File: src/tlp_pkg.sv
`default_nettype none

package tlp_pkg;

    // header field widths
    localparam int LEN_W   = 10;
    localparam int ADDR_W  = 64;
    localparam int TAG_W   = 8;
    localparam int ID_W    = 16;
    localparam int BCNT_W  = 12;
    localparam int LADDR_W = 7;
    localparam int TC_W    = 3;
    localparam int ATTR_W  = 3;
    localparam int BE_W    = 8;

    //////////////////////////////////////////////////
    // bit positions inside the header beat
    //////////////////////////////////////////////////
    localparam int FMT_TYPE_LO = 24;
    localparam int LEN_LO      = 0;
    localparam int TC_LO       = 20;
    localparam int ATTR_HI_BIT = 18;    // ido bit, top of attr
    localparam int ATTR_LO     = 12;    // relaxed ordering and no snoop
    localparam int REQ_ID_LO   = 48;
    localparam int TAG_LO      = 40;
    localparam int BE_LO       = 32;
    localparam int ADDR_DW2_LO = 64;
    localparam int ADDR_DW3_LO = 96;
    localparam int BCNT_LO     = 32;
    localparam int LADDR_LO    = 64;
    localparam int CPL_TAG_LO  = 72;

    // fmt and type of the first header dword
    typedef enum logic [7:0] {
        MRD_32   = 8'h00,
        MRDLK_32 = 8'h01,
        MRD_64   = 8'h20,
        MRDLK_64 = 8'h21,
        MWR_32   = 8'h40,
        MWR_64   = 8'h60,
        CPLD     = 8'h4A,
        CPLDLK   = 8'h4B
    } tlp_fmt_type_t;

    typedef enum logic [1:0] {
        CLS_NONE = 2'd0,
        CLS_MRD  = 2'd1,
        CLS_MWR  = 2'd2,
        CLS_CPLD = 2'd3
    } tlp_class_t;

endpackage

`default_nettype wire

File: src/axis_pkg.sv
`default_nettype none

package axis_pkg;

    // stream beat
    localparam int DATA_W = 128;
    localparam int KEEP_W = 4;      // one keep bit per dword
    localparam int USER_W = 8;

    // user bit set on the final completion of a request
    localparam int USER_LAST_CPL = 3;

    //////////////////////////////////////////////////
    // halt vector back to the core
    //////////////////////////////////////////////////
    localparam int HALT_W   = 2;
    localparam int HALT_CPL = 0;
    localparam int HALT_NP  = 1;

endpackage

`default_nettype wire
File: src/tlp_beat_if.sv
`default_nettype none

// one registered stream beat, counted whenever valid is high
interface tlp_beat_if;

    logic                        valid;
    logic [axis_pkg::DATA_W-1:0] data;
    logic [axis_pkg::KEEP_W-1:0] keep;
    logic                        last;
    logic [axis_pkg::USER_W-1:0] user;

    modport src
    (
        output valid, data, keep, last, user
    );

    modport snk
    (
        input valid, data, keep, last, user
    );

endinterface

`default_nettype wire

File: src/tlp_rcv_top.sv
`default_nettype none

module tlp_rcv_top
(
    input  logic                           clk,
    input  logic                           rst_n,
    // stream from the core
    input  logic                           i_axis_tvld,
    input  logic [axis_pkg::DATA_W-1:0]    i_axis_tdata,
    input  logic [axis_pkg::KEEP_W-1:0]    i_axis_tkeep,
    input  logic                           i_axis_tlast,
    input  logic [axis_pkg::USER_W-1:0]    i_axis_tuser,
    input  logic                           i_cpld_req_rdy,
    input  logic                           i_cpld_tx_rdy,
    input  logic                           i_tag_full,
    output logic                           o_axis_trdy,
    output logic [axis_pkg::HALT_W-1:0]    o_pkt_halt,
    output logic                           o_cpld_req_vld,
    output logic                           o_cpld_rcv,
    // memory read
    output logic [tlp_pkg::LEN_W-1:0]      o_mrd_length,
    output logic [tlp_pkg::TC_W-1:0]       o_mrd_tc,
    output logic [tlp_pkg::ATTR_W-1:0]     o_mrd_attr,
    output logic [tlp_pkg::ID_W-1:0]       o_mrd_id,
    output logic [tlp_pkg::TAG_W-1:0]      o_mrd_tag,
    output logic [tlp_pkg::ADDR_W-1:0]     o_mrd_addr,
    // memory write
    output logic [tlp_pkg::LEN_W-1:0]      o_mwr_length,
    output logic [tlp_pkg::BE_W-1:0]       o_mwr_dwbe,
    output logic [tlp_pkg::ADDR_W-1:0]     o_mwr_addr,
    output logic                           o_mwr_wr_start,
    output logic [axis_pkg::DATA_W-1:0]    o_mwr_data,
    output logic [axis_pkg::KEEP_W-1:0]    o_mwr_dw_vld,
    // completion with data
    output logic [tlp_pkg::LEN_W-1:0]      o_cpld_length,
    output logic [tlp_pkg::BCNT_W-1:0]     o_cpld_byte_cnt,
    output logic [tlp_pkg::LADDR_W-1:0]    o_cpld_low_addr,
    output logic [tlp_pkg::TAG_W-1:0]      o_cpld_tag,
    output logic                           o_multicpld_flag,
    output logic                           o_cpld_wr_start,
    output logic [axis_pkg::DATA_W-1:0]    o_cpld_data,
    output logic [axis_pkg::KEEP_W-1:0]    o_cpld_dw_vld
);

    tlp_beat_if beat_if ();

    tlp_pkg::tlp_class_t           pay_class;
    logic                          pay_active;
    logic [tlp_pkg::LEN_W-1:0]     tlp_length;

    // no back-pressure on the stream, halt vector only
    assign o_axis_trdy = 1'b1;

    //////////////////////////////////////////////////
    // input register stage
    //////////////////////////////////////////////////
    axis_rx_stage axis_rx_stage_inst
    (
        .clk           (clk),
        .rst_n         (rst_n),
        .i_tvld        (i_axis_tvld),
        .i_tdata       (i_axis_tdata),
        .i_tkeep       (i_axis_tkeep),
        .i_tlast       (i_axis_tlast),
        .i_tuser       (i_axis_tuser),
        .i_tag_full    (i_tag_full),
        .i_cpld_tx_rdy (i_cpld_tx_rdy),
        .beat          (beat_if.src),
        .o_pkt_halt    (o_pkt_halt)
    );

    //////////////////////////////////////////////////
    // header decode
    //////////////////////////////////////////////////
    tlp_hdr_decode tlp_hdr_decode_inst
    (
        .clk              (clk),
        .rst_n            (rst_n),
        .i_cpld_req_rdy   (i_cpld_req_rdy),
        .beat             (beat_if.snk),
        .o_pay_class      (pay_class),
        .o_pay_active     (pay_active),
        .o_tlp_length     (tlp_length),
        .o_mrd_tc         (o_mrd_tc),
        .o_mrd_attr       (o_mrd_attr),
        .o_mrd_id         (o_mrd_id),
        .o_mrd_tag        (o_mrd_tag),
        .o_mrd_addr       (o_mrd_addr),
        .o_mwr_dwbe       (o_mwr_dwbe),
        .o_mwr_addr       (o_mwr_addr),
        .o_cpld_byte_cnt  (o_cpld_byte_cnt),
        .o_cpld_low_addr  (o_cpld_low_addr),
        .o_cpld_tag       (o_cpld_tag),
        .o_multicpld_flag (o_multicpld_flag),
        .o_cpld_req_vld   (o_cpld_req_vld),
        .o_cpld_rcv       (o_cpld_rcv)
    );

    // one length register serves all three classes
    assign o_mrd_length  = tlp_length;
    assign o_mwr_length  = tlp_length;
    assign o_cpld_length = tlp_length;

    //////////////////////////////////////////////////
    // payload steering
    //////////////////////////////////////////////////
    tlp_payload_route tlp_payload_route_inst
    (
        .clk             (clk),
        .rst_n           (rst_n),
        .i_pay_class     (pay_class),
        .i_pay_active    (pay_active),
        .beat            (beat_if.snk),
        .o_mwr_wr_start  (o_mwr_wr_start),
        .o_mwr_data      (o_mwr_data),
        .o_mwr_dw_vld    (o_mwr_dw_vld),
        .o_cpld_wr_start (o_cpld_wr_start),
        .o_cpld_data     (o_cpld_data),
        .o_cpld_dw_vld   (o_cpld_dw_vld)
    );

endmodule

`default_nettype wire

File: src/tlp_payload_route.sv
`default_nettype none

module tlp_payload_route
(
    input  logic                        clk,
    input  logic                        rst_n,
    input  tlp_pkg::tlp_class_t         i_pay_class,
    input  logic                        i_pay_active,
    tlp_beat_if.snk                     beat,
    output logic                        o_mwr_wr_start,
    output logic [axis_pkg::DATA_W-1:0] o_mwr_data,
    output logic [axis_pkg::KEEP_W-1:0] o_mwr_dw_vld,
    output logic                        o_cpld_wr_start,
    output logic [axis_pkg::DATA_W-1:0] o_cpld_data,
    output logic [axis_pkg::KEEP_W-1:0] o_cpld_dw_vld
);

    localparam int DW_W = axis_pkg::DATA_W / axis_pkg::KEEP_W;

    logic [axis_pkg::DATA_W-1:0] swapped;
    logic                        mwr_hit;
    logic                        cpld_hit;

    // little to big endian inside each dword
    always_comb
    begin
        for (int i = 0; i < axis_pkg::KEEP_W; i++)
            swapped[DW_W*i +: DW_W] = {<<8{beat.data[DW_W*i +: DW_W]}};
    end

    assign mwr_hit  = beat.valid && i_pay_active && (i_pay_class == tlp_pkg::CLS_MWR);
    assign cpld_hit = beat.valid && i_pay_active && (i_pay_class == tlp_pkg::CLS_CPLD);

    //////////////////////////////////////////////////
    // start strobes
    //////////////////////////////////////////////////
    always_ff @(posedge clk or negedge rst_n)
    begin
        if (!rst_n)
        begin
            o_mwr_wr_start  <= 1'b0;
            o_cpld_wr_start <= 1'b0;
        end
        else
        begin
            o_mwr_wr_start  <= mwr_hit;
            o_cpld_wr_start <= cpld_hit;
        end
    end

    // data and mask, valid together with the strobe
    always_ff @(posedge clk)
    begin
        if (mwr_hit)
        begin
            o_mwr_data   <= swapped;
            o_mwr_dw_vld <= beat.keep;
        end
        if (cpld_hit)
        begin
            o_cpld_data   <= swapped;
            o_cpld_dw_vld <= beat.keep;
        end
    end

endmodule

`default_nettype wire

File: src/tlp_hdr_decode.sv
`default_nettype none

module tlp_hdr_decode
(
    input  logic                           clk,
    input  logic                           rst_n,
    input  logic                           i_cpld_req_rdy,
    tlp_beat_if.snk                        beat,
    // to the payload router
    output tlp_pkg::tlp_class_t            o_pay_class,
    output logic                           o_pay_active,
    // captured header fields
    output logic [tlp_pkg::LEN_W-1:0]      o_tlp_length,
    output logic [tlp_pkg::TC_W-1:0]       o_mrd_tc,
    output logic [tlp_pkg::ATTR_W-1:0]     o_mrd_attr,
    output logic [tlp_pkg::ID_W-1:0]       o_mrd_id,
    output logic [tlp_pkg::TAG_W-1:0]      o_mrd_tag,
    output logic [tlp_pkg::ADDR_W-1:0]     o_mrd_addr,
    output logic [tlp_pkg::BE_W-1:0]       o_mwr_dwbe,
    output logic [tlp_pkg::ADDR_W-1:0]     o_mwr_addr,
    output logic [tlp_pkg::BCNT_W-1:0]     o_cpld_byte_cnt,
    output logic [tlp_pkg::LADDR_W-1:0]    o_cpld_low_addr,
    output logic [tlp_pkg::TAG_W-1:0]      o_cpld_tag,
    output logic                           o_multicpld_flag,
    // control
    output logic                           o_cpld_req_vld,
    output logic                           o_cpld_rcv
);

    typedef enum logic [1:0] {
        S_IDLE    = 2'd0,
        S_HEADER  = 2'd1,
        S_PAYLOAD = 2'd2
    } state_t;

    state_t                        state_q;
    state_t                        state_d;
    tlp_pkg::tlp_fmt_type_t        fmt_type;
    tlp_pkg::tlp_class_t           hdr_class;
    tlp_pkg::tlp_class_t           pay_class_q;
    logic                          hdr_vld;
    logic                          hdr_64;
    logic [tlp_pkg::ADDR_W-1:0]    hdr_addr;

    //////////////////////////////////////////////////
    // packet FSM
    //////////////////////////////////////////////////
    // a last beat always returns to idle, so the next beat is a header
    always_comb
    begin
        state_d = state_q;
        if (beat.valid)
        begin
            if (beat.last)
                state_d = S_IDLE;
            else if (state_q == S_IDLE)
                state_d = S_HEADER;
            else
                state_d = S_PAYLOAD;
        end
    end

    assign hdr_vld = beat.valid && (state_q == S_IDLE);

    //////////////////////////////////////////////////
    // header classification
    //////////////////////////////////////////////////
    assign fmt_type = tlp_pkg::tlp_fmt_type_t'(beat.data[tlp_pkg::FMT_TYPE_LO +: 8]);

    always_comb
    begin
        hdr_class = tlp_pkg::CLS_NONE;
        hdr_64    = 1'b0;
        case (fmt_type)
            tlp_pkg::MRD_32, tlp_pkg::MRDLK_32:
                hdr_class = tlp_pkg::CLS_MRD;
            tlp_pkg::MRD_64, tlp_pkg::MRDLK_64:
            begin
                hdr_class = tlp_pkg::CLS_MRD;
                hdr_64    = 1'b1;
            end
            tlp_pkg::MWR_32:
                hdr_class = tlp_pkg::CLS_MWR;
            tlp_pkg::MWR_64:
            begin
                hdr_class = tlp_pkg::CLS_MWR;
                hdr_64    = 1'b1;
            end
            tlp_pkg::CPLD, tlp_pkg::CPLDLK:
                hdr_class = tlp_pkg::CLS_CPLD;
            default:
                hdr_class = tlp_pkg::CLS_NONE;
        endcase
    end

    // 3dw header keeps addr[31:2] in dw2, 4dw splits it over dw2 and dw3
    assign hdr_addr = hdr_64 ?
        {beat.data[tlp_pkg::ADDR_DW2_LO +: 32], beat.data[tlp_pkg::ADDR_DW3_LO + 2 +: 30], 2'b00} :
        {32'b0, beat.data[tlp_pkg::ADDR_DW2_LO + 2 +: 30], 2'b00};

    //////////////////////////////////////////////////
    // field capture
    //////////////////////////////////////////////////
    always_ff @(posedge clk)
    begin
        if (hdr_vld)
        begin
            o_tlp_length <= beat.data[tlp_pkg::LEN_LO +: tlp_pkg::LEN_W];
            if (hdr_class == tlp_pkg::CLS_MRD)
            begin
                o_mrd_tc   <= beat.data[tlp_pkg::TC_LO +: tlp_pkg::TC_W];
                o_mrd_attr <= {beat.data[tlp_pkg::ATTR_HI_BIT], beat.data[tlp_pkg::ATTR_LO +: 2]};
                o_mrd_id   <= beat.data[tlp_pkg::REQ_ID_LO +: tlp_pkg::ID_W];
                o_mrd_tag  <= beat.data[tlp_pkg::TAG_LO +: tlp_pkg::TAG_W];
                o_mrd_addr <= hdr_addr;
            end
            else if (hdr_class == tlp_pkg::CLS_MWR)
            begin
                o_mwr_dwbe <= beat.data[tlp_pkg::BE_LO +: tlp_pkg::BE_W];
                o_mwr_addr <= hdr_addr;
            end
            else if (hdr_class == tlp_pkg::CLS_CPLD)
            begin
                o_cpld_byte_cnt  <= beat.data[tlp_pkg::BCNT_LO +: tlp_pkg::BCNT_W];
                o_cpld_low_addr  <= beat.data[tlp_pkg::LADDR_LO +: tlp_pkg::LADDR_W];
                o_cpld_tag       <= beat.data[tlp_pkg::CPL_TAG_LO +: tlp_pkg::TAG_W];
                o_multicpld_flag <= ~beat.user[axis_pkg::USER_LAST_CPL];
            end
        end
    end

    //////////////////////////////////////////////////
    // control state
    //////////////////////////////////////////////////
    always_ff @(posedge clk or negedge rst_n)
    begin
        if (!rst_n)
        begin
            state_q        <= S_IDLE;
            pay_class_q    <= tlp_pkg::CLS_NONE;
            o_cpld_req_vld <= 1'b0;
            o_cpld_rcv     <= 1'b0;
        end
        else
        begin
            state_q <= state_d;
            if (hdr_vld)
                pay_class_q <= hdr_class;
            // completion request holds until tx takes it
            if (hdr_vld && (hdr_class == tlp_pkg::CLS_MRD))
                o_cpld_req_vld <= 1'b1;
            else if (i_cpld_req_rdy)
                o_cpld_req_vld <= 1'b0;
            // tag release only on the final completion
            o_cpld_rcv <= hdr_vld && (hdr_class == tlp_pkg::CLS_CPLD) &&
                          beat.user[axis_pkg::USER_LAST_CPL];
        end
    end

    assign o_pay_class  = pay_class_q;
    assign o_pay_active = (state_q != S_IDLE) &&
                          ((pay_class_q == tlp_pkg::CLS_MWR) ||
                           (pay_class_q == tlp_pkg::CLS_CPLD));

endmodule

`default_nettype wire

File: src/axis_rx_stage.sv
`default_nettype none

module axis_rx_stage
(
    input  logic                        clk,
    input  logic                        rst_n,
    input  logic                        i_tvld,
    input  logic [axis_pkg::DATA_W-1:0] i_tdata,
    input  logic [axis_pkg::KEEP_W-1:0] i_tkeep,
    input  logic                        i_tlast,
    input  logic [axis_pkg::USER_W-1:0] i_tuser,
    input  logic                        i_tag_full,
    input  logic                        i_cpld_tx_rdy,
    tlp_beat_if.src                     beat,
    output logic [axis_pkg::HALT_W-1:0] o_pkt_halt
);

    logic                        vld_s1;
    logic [axis_pkg::DATA_W-1:0] data_s1;
    logic [axis_pkg::KEEP_W-1:0] keep_s1;
    logic                        last_s1;
    logic [axis_pkg::USER_W-1:0] user_s1;

    //////////////////////////////////////////////////
    // two register stages at the core boundary
    //////////////////////////////////////////////////
    always_ff @(posedge clk or negedge rst_n)
    begin
        if (!rst_n)
        begin
            vld_s1     <= 1'b0;
            beat.valid <= 1'b0;
        end
        else
        begin
            vld_s1     <= i_tvld;
            beat.valid <= vld_s1;
        end
    end

    // beat contents only qualified by valid
    always_ff @(posedge clk)
    begin
        data_s1   <= i_tdata;
        keep_s1   <= i_tkeep;
        last_s1   <= i_tlast;
        user_s1   <= i_tuser;
        beat.data <= data_s1;
        beat.keep <= keep_s1;
        beat.last <= last_s1;
        beat.user <= user_s1;
    end

    // halt completions when tags run out, non-posted when tx is busy
    always_ff @(posedge clk or negedge rst_n)
    begin
        if (!rst_n)
        begin
            o_pkt_halt <= '0;
        end
        else
        begin
            o_pkt_halt[axis_pkg::HALT_CPL] <= i_tag_full;
            o_pkt_halt[axis_pkg::HALT_NP]  <= ~i_cpld_tx_rdy;
        end
    end

endmodule

`default_nettype wire

File: config.mk
export PLATFORM = sky130hd
export DESIGN_NAME = tlp_rcv_top
export DESIGN_NICKNAME = d
export VERILOG_FILES = /design/src/tlp_pkg.sv /design/src/axis_pkg.sv /design/src/tlp_beat_if.sv /design/src/tlp_rcv_top.sv /design/src/tlp_payload_route.sv /design/src/tlp_hdr_decode.sv /design/src/axis_rx_stage.sv
export SDC_FILE = /design/constraint.sdc
export NUM_CORES = 1
export LEC_CHECK = 0
export ABC_CLOCK_PERIOD_IN_PS = 7400
export BUFFER_PORTS_ARGS = -buffer_cell sky130_fd_sc_hd__buf_2
export CAP_MARGIN = 10
export CORE_AREA = 2 2 247 249
export DETAILED_ROUTE_END_ITERATION = 8
export DIE_AREA = 0 0 249 251
export PLACE_DENSITY_LB_ADDON = 0.08
export SLEW_MARGIN = 20
export SYNTH_ARGS = -nofsm -noshare
export SYNTH_HDL_FRONTEND = slang
export SYNTH_SLANG_ARGS = --single-unit
File: constraint.sdc
create_clock -name clk -period 7.4 [get_ports clk]
set_input_delay 1.11 -clock clk [delete_from_list [all_inputs] [get_ports clk]]
set_output_delay 1.11 -clock clk [all_outputs]
set_load 0.03 [all_outputs]
==> summary.txt <==
Status
  – Run status: complete, no violations

GRT
  – All-Layer GR Usage: 16.5%
  – Maximum number of pins on one net before global-route repair: 63
  – Vias in the first global route: 10400
  – Antenna violations before repair: 15
  – Sum of overflow across all layers after global routing: 0
  – Wire length of the first global-routing pass: 73.3 mm

Critical path
  – R2R depth: 4
  – Highest cell delay on the worst timing path: 0.75 ns
  – Count of buffer and inverter cells on the critical path: 2
  – Highest net fanout along the worst path: 49
  – Reg-to-Reg Start: tlp_hdr_decode_inst.state_q[1]$_DFFE_PN0P_
  – Kind of launch point of the worst setup path: flip-flop
  – Data required, critical path: 7.61 ns
  – Setup slack on the worst flop-to-flop path: 4.32 ns
  – Type of element capturing the critical path: flip-flop
  – Category of the critical setup timing path: flip-flop to flip-flop
  – Worst reg2reg path endpoint: tlp_hdr_decode_inst.o_mrd_addr[35]$_DFFE_PP_
  – Data arrival time at the worst-slack endpoint: 3.29 ns
  – Crit-path cells: or3b_1 -> inv_2 -> and2_4 -> buf_4
  – Slowest stage cell, crit path: buf_4
  – Delay-heaviest family, CP: simple AND/OR/NAND/NOR gates

Route
  – Number of detailed-route iterations in the first pass: 4
  – Initial drt markers: 575
  – DR vias: 10100
  – Vias/cell: 4.19
  – Antenna Nets Post-Route: 0
  – Number of remaining DRC errors: 0
  – Total length of routed wires: 52.8 mm
  – Wire per inst: 21.9 um

Hold path
  – Instance count along the most critical hold path: 0
  – Type of the tightest min-delay check: flip-flop to flip-flop
  – Worst-case hold path end point: axis_rx_stage_inst.beat.data[106]$_DFF_P_
  – Hold Path Origin: axis_rx_stage_inst.data_s1[106]$_DFF_P_

Power and ir drop
  – Register share of total power: 54.8%
  – Power per unit of standard cell area: 306 nW/um^2
  – Fraction of power consumed by combinational cells: 1.8%
  – Clock power frac: 43.4%
  – Leak pwr: 10.6 nW
  – Worst vdd ir: 256 uV
  – Switching portion of total power: 19.8%
  – Total power draw: 8.30 mW
  – Switching power summed over all nets: 1.64 mW
  – Internal power summed over all cells: 6.65 mW

Logic synthesis
  – Cell count after synthesis: 878
  – Synth cell types: 30
  – Most used flip-flop cell after synthesis: edfxtp_1
  – Synth Register Bits: 744
  – Mean instance size in the synthesized netlist: 23.6 um^2
  – Top-area cell type share of the netlist area: 67.2%
  – EDFF count, synth: 464
  – Leading post-synthesis cells by instance count: edfxtp_1, dfxtp_1, and2_1
  – Synth warn: 0
  – Post-synth design cell area: 20700 um^2
  – Top area cells in the synthesized netlist: edfxtp_1, dfxtp_1, dfrtp_1, mux2_4, buf_4
  – Cell type contributing the most total cell area after synthesis: edfxtp_1
  – Count leader, synth: edfxtp_1
  – Sequential cell area fraction in the yosys report: 94.6%
  – Post-synth ARST share: 1.61%

STA
  – Setup repair after global routing missed its margin: no
  – Highest Clock Rate: 0.325 GHz
  – Max-slew headroom: 31.6%
  – Time the final worst path needs with I/O delays and setup: 3.08 ns
  – Count of endpoints failing hold in the final timing report: 0
  – Post-route worst hold slack: 0.308 ns
  – Max-slew violation count: 0
  – Clock skew after layout: 0.0242 ns
  – Final setup fails: 0
  – Worst-Margin Slew: 1.03 ns
  – Tcrit/Tclk final: 41.6%
  – Setup total negative slack: 0 ns

Clock tree
  – CTS tree: done
  – Post-CTS Repair Setup Buffers: 0
  – # clock sinks: 744
  – Count of instances resized after the clock tree is built: 0
  – Source-to-sink clock delay at the later pin of the worst-skew pair: 0.60 ns
  – Number of hold buffers added after cts: 0
  – H-tree Lvls: 3
  – Cell at the root of the clock tree: clkbuf_16
  – Clock transition at the register clock pins on the worst setup and hold paths after CTS: 0.06 ns
  – Maximum clock insertion buffer count: 3
  – Inserted Clock Buffers: 76

Cells and area
  – Layout overhead on the synthesized area: 30.7%
  – Utilization of the core after routing: 45.3%
  – Net count reported at finish: 1713
  – Fraction of final layout cells sized beyond drive strength 1: 48.4%

Floorplanning
  – Total core area: 59800 um^2
  – Die footprint: 62500 um^2
  – Die Height: 251 um
  – Die Width: 249 um
  – Top Ports: 642
  – Starting Density: 34.7%
  – Standard-cell row count: 90

Flow run
  – Reported max-cap violation count: 0

Place
  – DP HPWL: 36.8 mm
  – Final weighted congestion in routability-driven placement: 0.759
  – Port Buf Inserts: 629
-- cells by family after synthesis --
group,synth area share (%)
compound gates,0.260
fa+ha+maj,0.181
buf+inv,1.33
flops,94.6
mux,1.99
other cells,0.0362
simple gates,1.65
-- cell type report --
type | instances | area, um^2
inverter | 8 | 30.0
timing repair buffer | 636 | 3200
multi-input combinational | 97 | 886
antenna | 4 | 10.0
clock inverter | 20 | 158
sequential | 744 | 19600
tap | 782 | 978
fill | 5288 | 32700
clock buffer | 120 | 2220
-- cells in the final DEF, fill, tap and decap left out, types with 2 or more instances in the layout --
master,netlist,final
a21oi_1,2,2
buf_2,1,629
buf_4,25,7
clkinv_1,0,3
edfxtp_1,464,464
clkbuf_16,0,78
dfxtp_1,268,268
ha_1,3,3
o21ai_0,3,3
inv_1,7,7
nand2_1,3,3
diode_2,0,4
o211ai_1,2,2
mux2_4,20,20
mux2_2,10,10
clkbuf_8,0,11
inv_6,0,2
clkbuf_1,2,31
nor2_4,0,2
nor3_1,2,2
conb_1,2,5
and2_2,6,6
and2_4,0,2
dfrtp_1,12,12
clkinv_2,0,11
and2_1,28,26
-- layer usage --
| layer | global-route usage, % | wire, um | vias to the layer above |
|---|---|---|---|
| li1 | - | - | 4600 |
| met1 | 18.5 | 19600 | 4943 |
| met2 | 27.7 | 25900 | 433 |
| met3 | 7.99 | 5910 | 96 |
| met4 | 5.45 | 1180 | 22 |
| met5 | 0 | 151 | - |
-- power by group through the flow --
stage | combinational, mW | sequential, mW | clock, mW
after detailed placement | 0.152 | 4.63 | 0
after CTS | 0.152 | 4.55 | 3.72
after floorplan | 0.0702 | 4.64 | 0
after global routing | 0.160 | 4.55 | 3.89
final | 0.149 | 4.54 | 3.60
after global placement | 0.150 | 4.63 | 0
-- worst max path at each step --
| stage | cells past startpoint | from | end |
|---|---|---|---|
| 2_1_floorplan | 2 | axis_rx_stage_inst.beat.valid$_DFF_PN0_ | tlp_payload_route_inst.o_cpld_wr_start$_DFF_PN0_ |
| 6_report | 4 | tlp_hdr_decode_inst.state_q[1]$_DFFE_PN0P_ | tlp_hdr_decode_inst.o_mrd_addr[35]$_DFFE_PP_ |
| 3_3_place_gp | 4 | tlp_hdr_decode_inst.state_q[1]$_DFFE_PN0P_ | tlp_hdr_decode_inst.o_mrd_addr[43]$_DFFE_PP_ |
| 3_5_place_dp | 4 | tlp_hdr_decode_inst.state_q[1]$_DFFE_PN0P_ | tlp_hdr_decode_inst.o_mrd_addr[60]$_DFFE_PP_ |
| 5_1_grt | 4 | tlp_hdr_decode_inst.state_q[1]$_DFFE_PN0P_ | tlp_hdr_decode_inst.o_mrd_addr[35]$_DFFE_PP_ |
| 4_1_cts | 4 | tlp_hdr_decode_inst.state_q[1]$_DFFE_PN0P_ | tlp_hdr_decode_inst.o_mrd_tag[7]$_DFFE_PP_ |
-- flip-flops by register name, indices dropped and copies added (netlist names), 4 cells and up --
signal                                flops
axis_rx_stage_inst.beat.data            128
axis_rx_stage_inst.data_s1              128
tlp_payload_route_inst.o_cpld_data      128
tlp_payload_route_inst.o_mwr_data       128
tlp_hdr_decode_inst.o_mrd_addr           62
tlp_hdr_decode_inst.o_mwr_addr           62
tlp_hdr_decode_inst.o_mrd_id             16
tlp_hdr_decode_inst.o_cpld_byte_cnt      12
tlp_hdr_decode_inst.o_tlp_length         10
tlp_hdr_decode_inst.o_cpld_tag            8
tlp_hdr_decode_inst.o_mrd_tag             8
tlp_hdr_decode_inst.o_mwr_dwbe            8
tlp_hdr_decode_inst.o_cpld_low_addr       7
axis_rx_stage_inst.beat.keep              4
axis_rx_stage_inst.keep_s1                4
tlp_payload_route_inst.o_cpld_dw_vld      4
tlp_payload_route_inst.o_mwr_dw_vld       4
-- per-stage QoR --
step	cells	cell area, um^2	setup slack [ns]
global route	2407	27100	4.11
finish	2411	27100	4.32
floorplan	881	20700	0.689
detailed placement	2267	24700	4.21
global placement	2267	24700	4.21
CTS	2407	27100	4.20
Note: power is estimated with default switching activity, not from simulation.
